<file path="src/rtl/ppu_macros.svh">
// timing and address constants, assumes the standard 160x144 panel and a 456-dot line
`ifndef PPU_MACROS_SVH
`define PPU_MACROS_SVH

// line and frame timing, in dots and lines
`define PPU_DOTS_PER_LINE     456
`define PPU_SCAN_DOTS         80
`define PPU_VISIBLE_LINES     144
`define PPU_LINES_PER_FRAME   154
`define PPU_SCREEN_WIDTH      160

// vram layout
`define PPU_TILE_BASE_UNSIGNED 16'h8000
`define PPU_TILE_BASE_SIGNED   16'h9000   // tile 0 sits in the middle of the 8800 block
`define PPU_BG_MAP_LO          16'h9800
`define PPU_BG_MAP_HI          16'h9C00

// lcdc bit positions
`define LCDC_ENABLE     7
`define LCDC_TILE_SEL   4
`define LCDC_MAP_SEL    3
`define LCDC_BG_ENABLE  0

// stat interrupt enable bits
`define STAT_LYC_IE     6
`define STAT_SCAN_IE    5
`define STAT_VBLANK_IE  4
`define STAT_HBLANK_IE  3

`endif

</file>
<file path="src/rtl/ppu_regs_pkg.sv">
// lcd register map; all registers come out of reset as zero, so the display starts off
package ppu_regs_pkg;

    // cpu bus addresses of the lcd registers
    typedef enum logic [15:0] {
        REG_LCDC = 16'hFF40,
        REG_STAT = 16'hFF41,
        REG_SCY  = 16'hFF42,
        REG_SCX  = 16'hFF43,
        REG_LY   = 16'hFF44,   // read only
        REG_LYC  = 16'hFF45,
        REG_DMA  = 16'hFF46,   // storage only
        REG_BGP  = 16'hFF47,
        REG_OBP0 = 16'hFF48,
        REG_OBP1 = 16'hFF49,
        REG_WY   = 16'hFF4A,
        REG_WX   = 16'hFF4B
    } reg_addr_e;

    localparam logic [7:0] REG_RESET_LCDC = 8'h00;
    localparam logic [7:0] REG_RESET_STAT = 8'h00;
    localparam logic [7:0] REG_RESET_SCY  = 8'h00;
    localparam logic [7:0] REG_RESET_SCX  = 8'h00;
    localparam logic [7:0] REG_RESET_LYC  = 8'h00;
    localparam logic [7:0] REG_RESET_DMA  = 8'h00;
    localparam logic [7:0] REG_RESET_BGP  = 8'h00;
    localparam logic [7:0] REG_RESET_OBP0 = 8'h00;
    localparam logic [7:0] REG_RESET_OBP1 = 8'h00;
    localparam logic [7:0] REG_RESET_WY   = 8'h00;
    localparam logic [7:0] REG_RESET_WX   = 8'h00;

endpackage

</file>
<file path="src/rtl/ppu_types_pkg.sv">
// state types shared by the pixel pipeline; mode values match the STAT mode field encoding
package ppu_types_pkg;

    // display mode, encoded as the cpu sees it in stat[1:0]
    typedef enum logic [1:0] {
        H_BLANK = 2'd0,
        V_BLANK = 2'd1,
        SCAN    = 2'd2,
        DRAW    = 2'd3
    } ppu_mode_e;

    // background fetcher steps, one vram read per step except the hold
    typedef enum logic [1:0] {
        MAP_READ,   // tile number from the bg map
        LO_READ,    // low bit-plane of the tile row
        HI_READ,    // high bit-plane
        TILE_HOLD   // row waits for the shifter, or fetcher idle
    } fetch_step_e;

endpackage

</file>
<file path="src/rtl/ppu_ifs.sv">
// internal bundles of the ppu; draw_start, draw_done and tile_take are single-cycle pulses
`timescale 1ns/100ps

// register settings seen by the pipeline
interface ppu_cfg_if ();
    logic [7:0] lcdc;
    logic [7:0] scx;
    logic [7:0] scy;
    logic [6:3] stat_ie;   // same bit numbering as the stat register

    modport source (output lcdc, scx, scy, stat_ie);
    modport sink   (input  lcdc, scx, scy, stat_ie);
endinterface

// line position and draw phase markers
interface line_if import ppu_types_pkg::*; ();
    ppu_mode_e  mode;
    logic [7:0] ly;
    logic       draw_start;   // first cycle of DRAW
    logic       draw_done;    // cycle after the last pixel

    modport timing  (output mode, ly, draw_start, input draw_done);
    modport shifter (input mode, draw_start, output draw_done);
    modport sink    (input mode, ly, draw_start);
endinterface

// one tile row from fetcher to shifter
interface tile_if ();
    logic [7:0] row_lo;
    logic [7:0] row_hi;
    logic       tile_ready;   // rows valid, held until taken
    logic       tile_take;    // shifter loads in this cycle

    modport source (output row_lo, row_hi, tile_ready, input tile_take);
    modport sink   (input row_lo, row_hi, tile_ready, output tile_take);
endinterface

</file>
<file path="src/rtl/bg_fetcher.sv">
// background tile fetcher; coarse scx only, fetches exactly one screen width of tiles per line
`timescale 1ns/100ps
`include "ppu_macros.svh"

module bg_fetcher
    import ppu_types_pkg::*;
(
    input  logic        clk,
    input  logic        rst,
    ppu_cfg_if.sink     cfg,
    line_if.sink        line,
    tile_if.source      tile,
    output logic        vram_rd,
    output logic [15:0] vram_addr,
    input  logic [7:0]  vram_data
);

    localparam int TILES_PER_LINE = `PPU_SCREEN_WIDTH / 8;

    fetch_step_e step;
    logic [4:0]  col;         // map column, wraps at 32
    logic [4:0]  fetched;     // tiles fetched this line
    logic [7:0]  tile_num;
    logic [7:0]  row_lo;
    logic [7:0]  row_hi;
    logic        tile_ready;
    logic [7:0]  y;
    logic        bg_on;
    logic [15:0] map_base;
    logic [15:0] map_addr;
    logic [15:0] row_base;
    logic [15:0] lo_addr;

    assign y        = line.ly + cfg.scy;   // wraps mod 256
    assign bg_on    = cfg.lcdc[`LCDC_BG_ENABLE];
    assign map_base = cfg.lcdc[`LCDC_MAP_SEL] ? `PPU_BG_MAP_HI : `PPU_BG_MAP_LO;
    assign map_addr = map_base + {6'b0, y[7:3], col};

    always_comb begin
        if (cfg.lcdc[`LCDC_TILE_SEL])
            row_base = `PPU_TILE_BASE_UNSIGNED + {4'b0, tile_num, 4'b0};
        else   // signed tile number around 9000
            row_base = `PPU_TILE_BASE_SIGNED + {{4{tile_num[7]}}, tile_num, 4'b0};
    end

    assign lo_addr = row_base + {12'b0, y[2:0], 1'b0};

    always_comb begin
        case (step)
            LO_READ: vram_addr = lo_addr;
            HI_READ: vram_addr = lo_addr + 16'd1;
            default: vram_addr = map_addr;
        endcase
    end

    assign vram_rd = (step != TILE_HOLD);

    always_ff @(posedge clk) begin
        if (rst) begin
            step       <= TILE_HOLD;
            tile_ready <= 1'b0;
            col        <= '0;
            fetched    <= '0;
        end else if (line.draw_start) begin
            step       <= MAP_READ;
            tile_ready <= 1'b0;
            col        <= cfg.scx[7:3];
            fetched    <= '0;
        end else if (line.mode != DRAW) begin
            step       <= TILE_HOLD;   // idle outside DRAW
            tile_ready <= 1'b0;
        end else begin
            case (step)
                MAP_READ: step <= LO_READ;
                LO_READ:  step <= HI_READ;
                HI_READ: begin
                    step       <= TILE_HOLD;
                    tile_ready <= 1'b1;
                    col        <= col + 5'd1;
                    fetched    <= fetched + 5'd1;
                end
                default: begin
                    if (tile_ready && tile.tile_take) begin
                        tile_ready <= 1'b0;
                        if (fetched != 5'(TILES_PER_LINE))
                            step <= MAP_READ;
                    end
                end
            endcase
        end
    end

    // data captures, the rows stay put while tile_ready is high
    always_ff @(posedge clk) begin
        case (step)
            MAP_READ: tile_num <= vram_data;
            LO_READ:  row_lo   <= bg_on ? vram_data : 8'h00;
            HI_READ:  row_hi   <= bg_on ? vram_data : 8'h00;
            default: ;
        endcase
    end

    assign tile.row_lo     = row_lo;
    assign tile.row_hi     = row_hi;
    assign tile.tile_ready = tile_ready;

endmodule

</file>
<file path="src/rtl/lcd_regs.sv">
// lcd registers FF40-FF4B; reads are combinational and return 00 while rd is low
`timescale 1ns/100ps
`include "ppu_macros.svh"

module lcd_regs
    import ppu_types_pkg::*;
    import ppu_regs_pkg::*;
(
    input  logic        clk,
    input  logic        rst,
    input  logic [15:0] addr,
    input  logic        wr,
    input  logic        rd,
    input  logic [7:0]  wdata,
    output logic [7:0]  rdata,
    output logic        irq_stat,
    ppu_cfg_if.source   cfg,
    line_if.sink        line
);

    logic [7:0] lcdc_r, scy_r, scx_r, lyc_r, dma_r;
    logic [7:0] bgp_r, obp0_r, obp1_r, wy_r, wx_r;
    logic [6:3] stat_ie_r;   // only the enable bits are writable
    logic       lyc_match;
    logic       stat_cond;
    logic       stat_q;

    always_ff @(posedge clk) begin
        if (rst) begin
            lcdc_r    <= REG_RESET_LCDC;
            stat_ie_r <= REG_RESET_STAT[6:3];
            scy_r     <= REG_RESET_SCY;
            scx_r     <= REG_RESET_SCX;
            lyc_r     <= REG_RESET_LYC;
            dma_r     <= REG_RESET_DMA;
            bgp_r     <= REG_RESET_BGP;
            obp0_r    <= REG_RESET_OBP0;
            obp1_r    <= REG_RESET_OBP1;
            wy_r      <= REG_RESET_WY;
            wx_r      <= REG_RESET_WX;
            stat_q    <= 1'b0;
        end else begin
            stat_q <= stat_cond;
            if (wr) begin
                case (addr)
                    REG_LCDC: lcdc_r    <= wdata;
                    REG_STAT: stat_ie_r <= wdata[6:3];
                    REG_SCY:  scy_r     <= wdata;
                    REG_SCX:  scx_r     <= wdata;
                    REG_LYC:  lyc_r     <= wdata;
                    REG_DMA:  dma_r     <= wdata;
                    REG_BGP:  bgp_r     <= wdata;
                    REG_OBP0: obp0_r    <= wdata;
                    REG_OBP1: obp1_r    <= wdata;
                    REG_WY:   wy_r      <= wdata;
                    REG_WX:   wx_r      <= wdata;
                    default: ;   // LY and unmapped addresses ignore writes
                endcase
            end
        end
    end

    assign lyc_match = (line.ly == lyc_r);

    always_comb begin
        rdata = 8'h00;
        if (rd) begin
            case (addr)
                REG_LCDC: rdata = lcdc_r;
                REG_STAT: rdata = {1'b1, stat_ie_r, lyc_match, line.mode};
                REG_SCY:  rdata = scy_r;
                REG_SCX:  rdata = scx_r;
                REG_LY:   rdata = line.ly;
                REG_LYC:  rdata = lyc_r;
                REG_DMA:  rdata = dma_r;
                REG_BGP:  rdata = bgp_r;
                REG_OBP0: rdata = obp0_r;
                REG_OBP1: rdata = obp1_r;
                REG_WY:   rdata = wy_r;
                REG_WX:   rdata = wx_r;
                default:  rdata = 8'hFF;
            endcase
        end
    end

    // combined stat line, only live while the lcd runs
    assign stat_cond = cfg.lcdc[`LCDC_ENABLE] &&
                       ((cfg.stat_ie[`STAT_LYC_IE] && lyc_match) ||
                        (cfg.stat_ie[`STAT_HBLANK_IE] && line.mode == H_BLANK) ||
                        (cfg.stat_ie[`STAT_SCAN_IE] && line.mode == SCAN) ||
                        (cfg.stat_ie[`STAT_VBLANK_IE] && line.mode == V_BLANK));

    assign irq_stat = stat_cond && !stat_q;   // rising edge only

    assign cfg.lcdc    = lcdc_r;
    assign cfg.scx     = scx_r;
    assign cfg.scy     = scy_r;
    assign cfg.stat_ie = stat_ie_r;

endmodule

</file>
<file path="src/rtl/lcd_timing.sv">
// dot and line sequencer; counters hold at zero while LCDC bit 7 is clear
`timescale 1ns/100ps
`include "ppu_macros.svh"

module lcd_timing
    import ppu_types_pkg::*;
(
    input  logic     clk,
    input  logic     rst,
    ppu_cfg_if.sink  cfg,
    line_if.timing   line,
    output logic     irq_vblank
);

    logic [8:0] dot;          // 0..455
    logic [7:0] ly;           // 0..153
    logic       in_draw;      // set at dot 80 of a visible line
    logic       draw_start_q;
    logic       lcd_on;
    logic       line_end;
    logic       visible;
    logic       scan_end;
    ppu_mode_e  mode;

    assign lcd_on   = cfg.lcdc[`LCDC_ENABLE];
    assign line_end = (dot == 9'(`PPU_DOTS_PER_LINE - 1));
    assign visible  = (ly < 8'(`PPU_VISIBLE_LINES));
    assign scan_end = visible && (dot == 9'(`PPU_SCAN_DOTS - 1));

    always_ff @(posedge clk) begin
        if (rst || !lcd_on) begin
            dot          <= '0;
            ly           <= '0;
            in_draw      <= 1'b0;
            draw_start_q <= 1'b0;
            irq_vblank   <= 1'b0;
        end else begin
            draw_start_q <= scan_end;
            // first cycle of line 144
            irq_vblank <= line_end && (ly == 8'(`PPU_VISIBLE_LINES - 1));

            if (line_end) begin
                dot <= '0;
                if (ly == 8'(`PPU_LINES_PER_FRAME - 1))
                    ly <= '0;
                else
                    ly <= ly + 8'd1;
            end else begin
                dot <= dot + 9'd1;
            end

            // draw ends on the shifter's done pulse
            if (scan_end)
                in_draw <= 1'b1;
            else if (line.draw_done || line_end)
                in_draw <= 1'b0;
        end
    end

    always_comb begin
        if (!lcd_on)
            mode = H_BLANK;
        else if (!visible)
            mode = V_BLANK;
        else if (dot < 9'(`PPU_SCAN_DOTS))
            mode = SCAN;
        else if (in_draw)
            mode = DRAW;
        else
            mode = H_BLANK;
    end

    assign line.mode       = mode;
    assign line.ly         = ly;
    assign line.draw_start = draw_start_q;

endmodule

</file>
<file path="src/rtl/pixel_shifter.sv">
// two-plane pixel shifter; outputs raw 2-bit colour indices with no palette applied
`timescale 1ns/100ps
`include "ppu_macros.svh"

module pixel_shifter
    import ppu_types_pkg::*;
(
    input  logic       clk,
    input  logic       rst,
    line_if.shifter    line,
    tile_if.sink       tile,
    output logic [1:0] px,
    output logic       px_valid
);

    logic [7:0] plane_lo;
    logic [7:0] plane_hi;
    logic [2:0] shift_cnt;
    logic [7:0] pix_cnt;       // pixels sent on this line
    logic       draw_done_q;
    logic       empty;
    logic       load;

    // reload in the cycle of the last pixel, so tiles follow back to back
    assign empty = !px_valid || (shift_cnt == 3'd7);
    assign load  = empty && tile.tile_ready && (line.mode == DRAW);

    always_ff @(posedge clk) begin
        if (rst) begin
            px_valid    <= 1'b0;
            shift_cnt   <= '0;
            pix_cnt     <= '0;
            draw_done_q <= 1'b0;
        end else begin
            draw_done_q <= px_valid && (pix_cnt == 8'(`PPU_SCREEN_WIDTH - 1));

            if (line.draw_start)
                pix_cnt <= '0;
            else if (px_valid)
                pix_cnt <= pix_cnt + 8'd1;

            if (line.mode != DRAW) begin
                px_valid <= 1'b0;
            end else if (load) begin
                px_valid  <= 1'b1;
                shift_cnt <= '0;
            end else if (px_valid) begin
                shift_cnt <= shift_cnt + 3'd1;
                if (shift_cnt == 3'd7)
                    px_valid <= 1'b0;
            end
        end
    end

    always_ff @(posedge clk) begin
        if (load) begin
            plane_lo <= tile.row_lo;
            plane_hi <= tile.row_hi;
        end else if (px_valid) begin
            plane_lo <= {plane_lo[6:0], 1'b0};   // msb is the leftmost pixel
            plane_hi <= {plane_hi[6:0], 1'b0};
        end
    end

    assign px             = {plane_hi[7], plane_lo[7]};
    assign tile.tile_take = load;
    assign line.draw_done = draw_done_q;

endmodule

</file>
<file path="src/rtl/ppu_top.sv">
// ppu background path top level; vram must answer vram_addr within the same cycle
`timescale 1ns/100ps

module ppu_top (
    input  logic        clk,
    input  logic        rst,

    // cpu register bus
    input  logic [15:0] addr,
    input  logic        wr,
    input  logic        rd,
    input  logic [7:0]  wdata,
    output logic [7:0]  rdata,

    output logic        irq_vblank,
    output logic        irq_stat,
    output logic [1:0]  mode,

    // vram read port
    output logic        vram_rd,
    output logic [15:0] vram_addr,
    input  logic [7:0]  vram_data,

    // pixel stream
    output logic [1:0]  px,
    output logic        px_valid
);

    ppu_cfg_if cfg ();
    line_if    line ();
    tile_if    tile ();

    assign mode = line.mode;

    lcd_regs u_regs (
        .clk      (clk),
        .rst      (rst),
        .addr     (addr),
        .wr       (wr),
        .rd       (rd),
        .wdata    (wdata),
        .rdata    (rdata),
        .irq_stat (irq_stat),
        .cfg      (cfg.source),
        .line     (line.sink)
    );

    lcd_timing u_timing (
        .clk        (clk),
        .rst        (rst),
        .cfg        (cfg.sink),
        .line       (line.timing),
        .irq_vblank (irq_vblank)
    );

    bg_fetcher u_fetcher (
        .clk       (clk),
        .rst       (rst),
        .cfg       (cfg.sink),
        .line      (line.sink),
        .tile      (tile.source),
        .vram_rd   (vram_rd),
        .vram_addr (vram_addr),
        .vram_data (vram_data)
    );

    pixel_shifter u_shifter (
        .clk      (clk),
        .rst      (rst),
        .line     (line.shifter),
        .tile     (tile.sink),
        .px       (px),
        .px_valid (px_valid)
    );

endmodule

</file>
<file path="config.mk">
export PLATFORM = sky130hd
export DESIGN_NAME = ppu_top
export DESIGN_NICKNAME = d
export VERILOG_FILES = /design/src/rtl/ppu_regs_pkg.sv /design/src/rtl/ppu_types_pkg.sv /design/src/rtl/ppu_ifs.sv /design/src/rtl/bg_fetcher.sv /design/src/rtl/lcd_regs.sv /design/src/rtl/lcd_timing.sv /design/src/rtl/pixel_shifter.sv /design/src/rtl/ppu_top.sv
export VERILOG_INCLUDE_DIRS = /design/src /design/src/rtl
export SDC_FILE = /design/constraint.sdc
export NUM_CORES = 1
export LEC_CHECK = 0
export ABC_CLOCK_PERIOD_IN_PS = 3100
export BUFFER_PORTS_ARGS = -buffer_cell sky130_fd_sc_hd__buf_2
export CORE_MARGIN = 3
export CORE_UTILIZATION = 56
export DETAILED_ROUTE_END_ITERATION = 10
export MAX_ROUTING_LAYER = met4
export PLACE_DENSITY = 0.85
export SETUP_SLACK_MARGIN = 0.05
export SLEW_MARGIN = 40
export SYNTH_ARGS = -nofsm -noshare
export SYNTH_HDL_FRONTEND = slang
export SYNTH_HIERARCHICAL = 1
export SYNTH_SLANG_ARGS = --single-unit
</file>
<file path="constraint.sdc">
create_clock -name clk -period 3.1 [get_ports clk]
set_input_delay 0.465 -clock clk [delete_from_list [all_inputs] [get_ports clk]]
set_output_delay 0.465 -clock clk [all_outputs]
set_load 0.05 [all_outputs]
</file>
==> results.py <==
metrics = {
    "outcome": {
        "run_status": "complete, no violations",
    },
    "pwr": {
        "internal_power_mw": 3.45,
        "comb_power_share": 0.045,
        "power.leakage_nw": 3.66,
        "swShare": 0.233,
        "sequentialPowerShare": 0.504,
        "power_density_mw_per_mm2": 465,
        "clock_power_share": 0.450,
        "netSwitchingPower_mw": 1.05,
        "ir_drop_uv": 416,
    },
    "global_routing": {
        "globalRouteTotalUtil": 0.278,
        "antenna_found_initial": 0,
        "global_route_wire_length_before_repair_microns": 35600,
        "first_global_vias": 6997,
        "grt_max_degree": 68,
        "grt_overflow": 0,
    },
    "layout": {
        "finalInstanceArea_sq_mm": 0.00967,
        "synthToLayoutAreaGrowth_pct": 12.3,
        "finish.net_count": 1059,
        "antennaDiodeCount": 0,
        "drive_gt1_frac": 0.187,
    },
    "worst_setup_path": {
        "worstSetupStartpointType": "register",
        "r2r_worst_path_depth": 8,
        "cpLargestDelayFamily": "compound AO/OA/AOI/OAI gates",
        "crit_path_cell_chain": "o21ai_0, nand2_1, nand2_1, a21boi_2, mux2i_1, o21ai_1, a222oi_1, a31oi_1, buf_2",
        "critical_path.endpoint_type": "output pin",
        "crit_path_top_delay_cell": "dfxtp_1",
        "cp_num_buf_inv": 1,
        "timing_worst_setup_path_type": "reg2out",
        "path_max_fanout": 7,
        "crit_path_max_incr_delay_ns": 0.44,
        "worst-endpoint-required_ns": 2.63,
        "timing.critical_path.mode_cell": "nand2_1",
        "critical_path_arrival_ns": 2.52,
        "cp.depth": 9,
    },
    "synth": {
        "post_synth_inst_count": 944,
        "share_of_the_yosys_chip_area_belonging_to_registers": 0.444,
        "mappedNetlistArea_sq_mm": 0.00861,
        "postSynth.asyncResetShare": 0,
        "synth_enable_flop_cells": 40,
        "yosysUniqueCellTypes": 81,
        "ys.warnings.count": 6,
        "syn-mean-instance-area_sq_um": 9.12,
        "yosys_register_bits": 171,
        "dominantRegCellSynth": "dfxtp_1",
    },
    "clocking": {
        "cts_root_buf": "clkbuf_16",
        "cts.clk_slew.worst_paths_ns": 0.07,
        "postCtsHoldBufs": 0,
        "htree_num_levels": 4,
        "worstSkewPairLatency_ns": 0.43,
        "longest_clk_path_bufs": 2,
        "clock_sink_count": 171,
        "cts_tree": "done",
        "tritoncts.num_buffers": 17,
    },
    "detailed_routing": {
        "detailedRoute.firstIterationViolations": 769,
        "drt_drc_violations_left": 0,
        "vias": 7367,
        "drt_wl_total_microns": 22600,
        "routedWlPerCell_microns": 18.8,
        "vias_per_cell": 6.15,
        "drt-pass1-iter-count": 6,
        "antenna_left": 0,
    },
    "hold_path": {
        "path_type_of_the_worst_min_delay_path": "in2reg",
        "worst_hold_path_cells": 1,
    },
    "sta": {
        "setup_slack_ns": 0.120,
        "clk_skew_ns": 0.0127,
        "slew_headroom": 0.540,
        "report.final.setup_viol": 0,
        "finalHoldViolCount": 0,
        "worst-slew-pin-transition_ns": 0.689,
        "worst_hold_slack_ns": 0.237,
        "min_period_ns": 2.98,
        "post-route-period-util": 0.961,
        "unrepaired_setup_endpoints_after_global_routing": "true",
        "maxClockFrequency_mhz": 336,
        "drv_slew": 0,
    },
    "run": {
        "max_cap_check_violation_count": 0,
    },
    "place": {
        "gpl.final_weighted_congestion": 1.03,
        "detailedPlacementHpwl_microns": 15500,
        "postPlaceCellArea_sq_mm": 0.00908,
        "placement.setup.worst_slack_ns": 0.213,
        "numPortBuffers": 64,
    },
    "floorplan": {
        "die_h_microns": 130,
        "die-area_sq_mm": 0.0169,
        "die_width_microns": 130,
        "std_cell_rows": 44,
        "core-area_sq_mm": 0.0148,
        "floorplan.io_pins": 68,
        "floorplan.initialDensity": 0.582,
    },
}
-- placed cells by master, fill, tap and decap left out, types with 18 or more instances in the layout --
master     synthesis  final
buf_2             11     61
nand3_1           32     32
clkbuf_16          0     18
xnor2_1           26     26
ha_1              21     21
o21ai_0           22     20
nor2_1            66     65
a21oi_1           93     93
buf_4             17     36
mux2i_1           27     27
dfxtp_1          131    129
inv_1             19     19
nand2_1          178    178
edfxtp_1          40     40
-- power by group through the flow --
stage	sequential [mW]	combinational (mW)	clock [mW]
floorplan	2.32	0.130	0
global placement	2.32	0.195	0
detailed placement	2.32	0.197	0
CTS	2.27	0.197	2.05
global route	2.27	0.214	2.15
finish	2.27	0.204	2.03
-- final timing paths --
check,startpoint,endpoint,slack [ns]
worst max-delay path,u_timing/dot[4],rdata[0],0.12
worst min-delay path,vram_data[3],u_fetcher/tile_num[3],0.24
worst max register to register,u_timing/dot[4],u_shifter/plane_lo[7],0.69
worst min register to register,u_regs/wx_r[4],u_regs/wx_r[4],0.45
-- final cells by class --
| class | count | area (sq um) |
|---|---|---|
| clock inverters | 10 | 76.3 |
| fillers | 1151 | 5140 |
| well taps | 184 | 230 |
| flip-flops and latches | 171 | 3830 |
| clock buffers | 22 | 485 |
| repair buffers | 99 | 594 |
| inverters | 19 | 71.3 |
| multi-input cells | 693 | 4390 |
-- cells by family (layout without fill, tap and decap cells) --
family	Yosys count	in the layout	share of synthesized area
xor gates and xnor gates	38	38	0.0386
muxes	50	50	0.0645
buffers and inverters	81	150	0.0519
other	2	3	0.000872
and+or+nand+nor	398	398	0.236
adders and majority gates	22	22	0.0328
AOI/OAI and AO/OA	182	182	0.132
DFF	171	171	0.444
-- metrics by stage --
stage	utilization	setup TNS, ns	instances	power, mW
floorplan	-	-0.0422	945	2.45
global placement	0.613	0	1166	2.51
detailed placement	0.613	0	1166	2.52
CTS	0.652	0	1198	4.52
global route	0.653	0	1198	4.64
finish	0.653	0	1198	4.50
-- cell usage after synthesis (all sizes together), types with 13 or more instances --
cell / n / share of area
edfxtp: 40 / 0.14
nor2: 68 / 0.032
clkbuf: 26 / 0.012
nand2: 178 / 0.078
ha: 21 / 0.031
nor3: 16 / 0.012
buf: 36 / 0.031
inv: 19 / 0.0083
and2: 13 / 0.0094
dfxtp: 131 / 0.30
nand4: 17 / 0.015
o21ai: 25 / 0.016
nand3: 34 / 0.021
a21oi: 95 / 0.056
mux2i: 27 / 0.031
xnor2: 26 / 0.026
mux2: 23 / 0.033
and3: 16 / 0.012
-- registers in the layout, summed over array words and instances, names as in the netlist, 4 cells and up --
signal	cells
u_regs/bgp_r	8
u_regs/dma_r	8
u_fetcher/tile.row_hi	8
u_shifter/plane_lo	8
u_fetcher/tile.row_lo	8
u_regs/wy_r	8
u_regs/lyc_r	8
u_fetcher/fetched	5
u_regs/obp0_r	8
u_regs/cfg.lcdc	8
u_regs/obp1_r	8
u_timing/dot	9
u_timing/line.ly	8
u_regs/cfg.scy	8
u_fetcher/tile_num	8
u_regs/cfg.stat_ie	4
u_regs/cfg.scx	8
u_shifter/plane_hi	8
u_shifter/pix_cnt	8
u_regs/wx_r	8
u_fetcher/col	5
-- layer usage --
layer	vias up	global-route usage	part of all wire
met5	-	-	0
met1	3473	0.351	0.41
met3	73	0.0839	0.11
met4	0	0.107	0.030
met2	402	0.422	0.45
li1	3419	-	-
-- timing repair --
action / CTS / global route
endpoints found under the setup margin: 1 / 5
resized for setup: 2 / 9
buffers inserted: 0 / 0
hold endpoints to repair: 0 / 0
(Power assumes the default switching activity.)
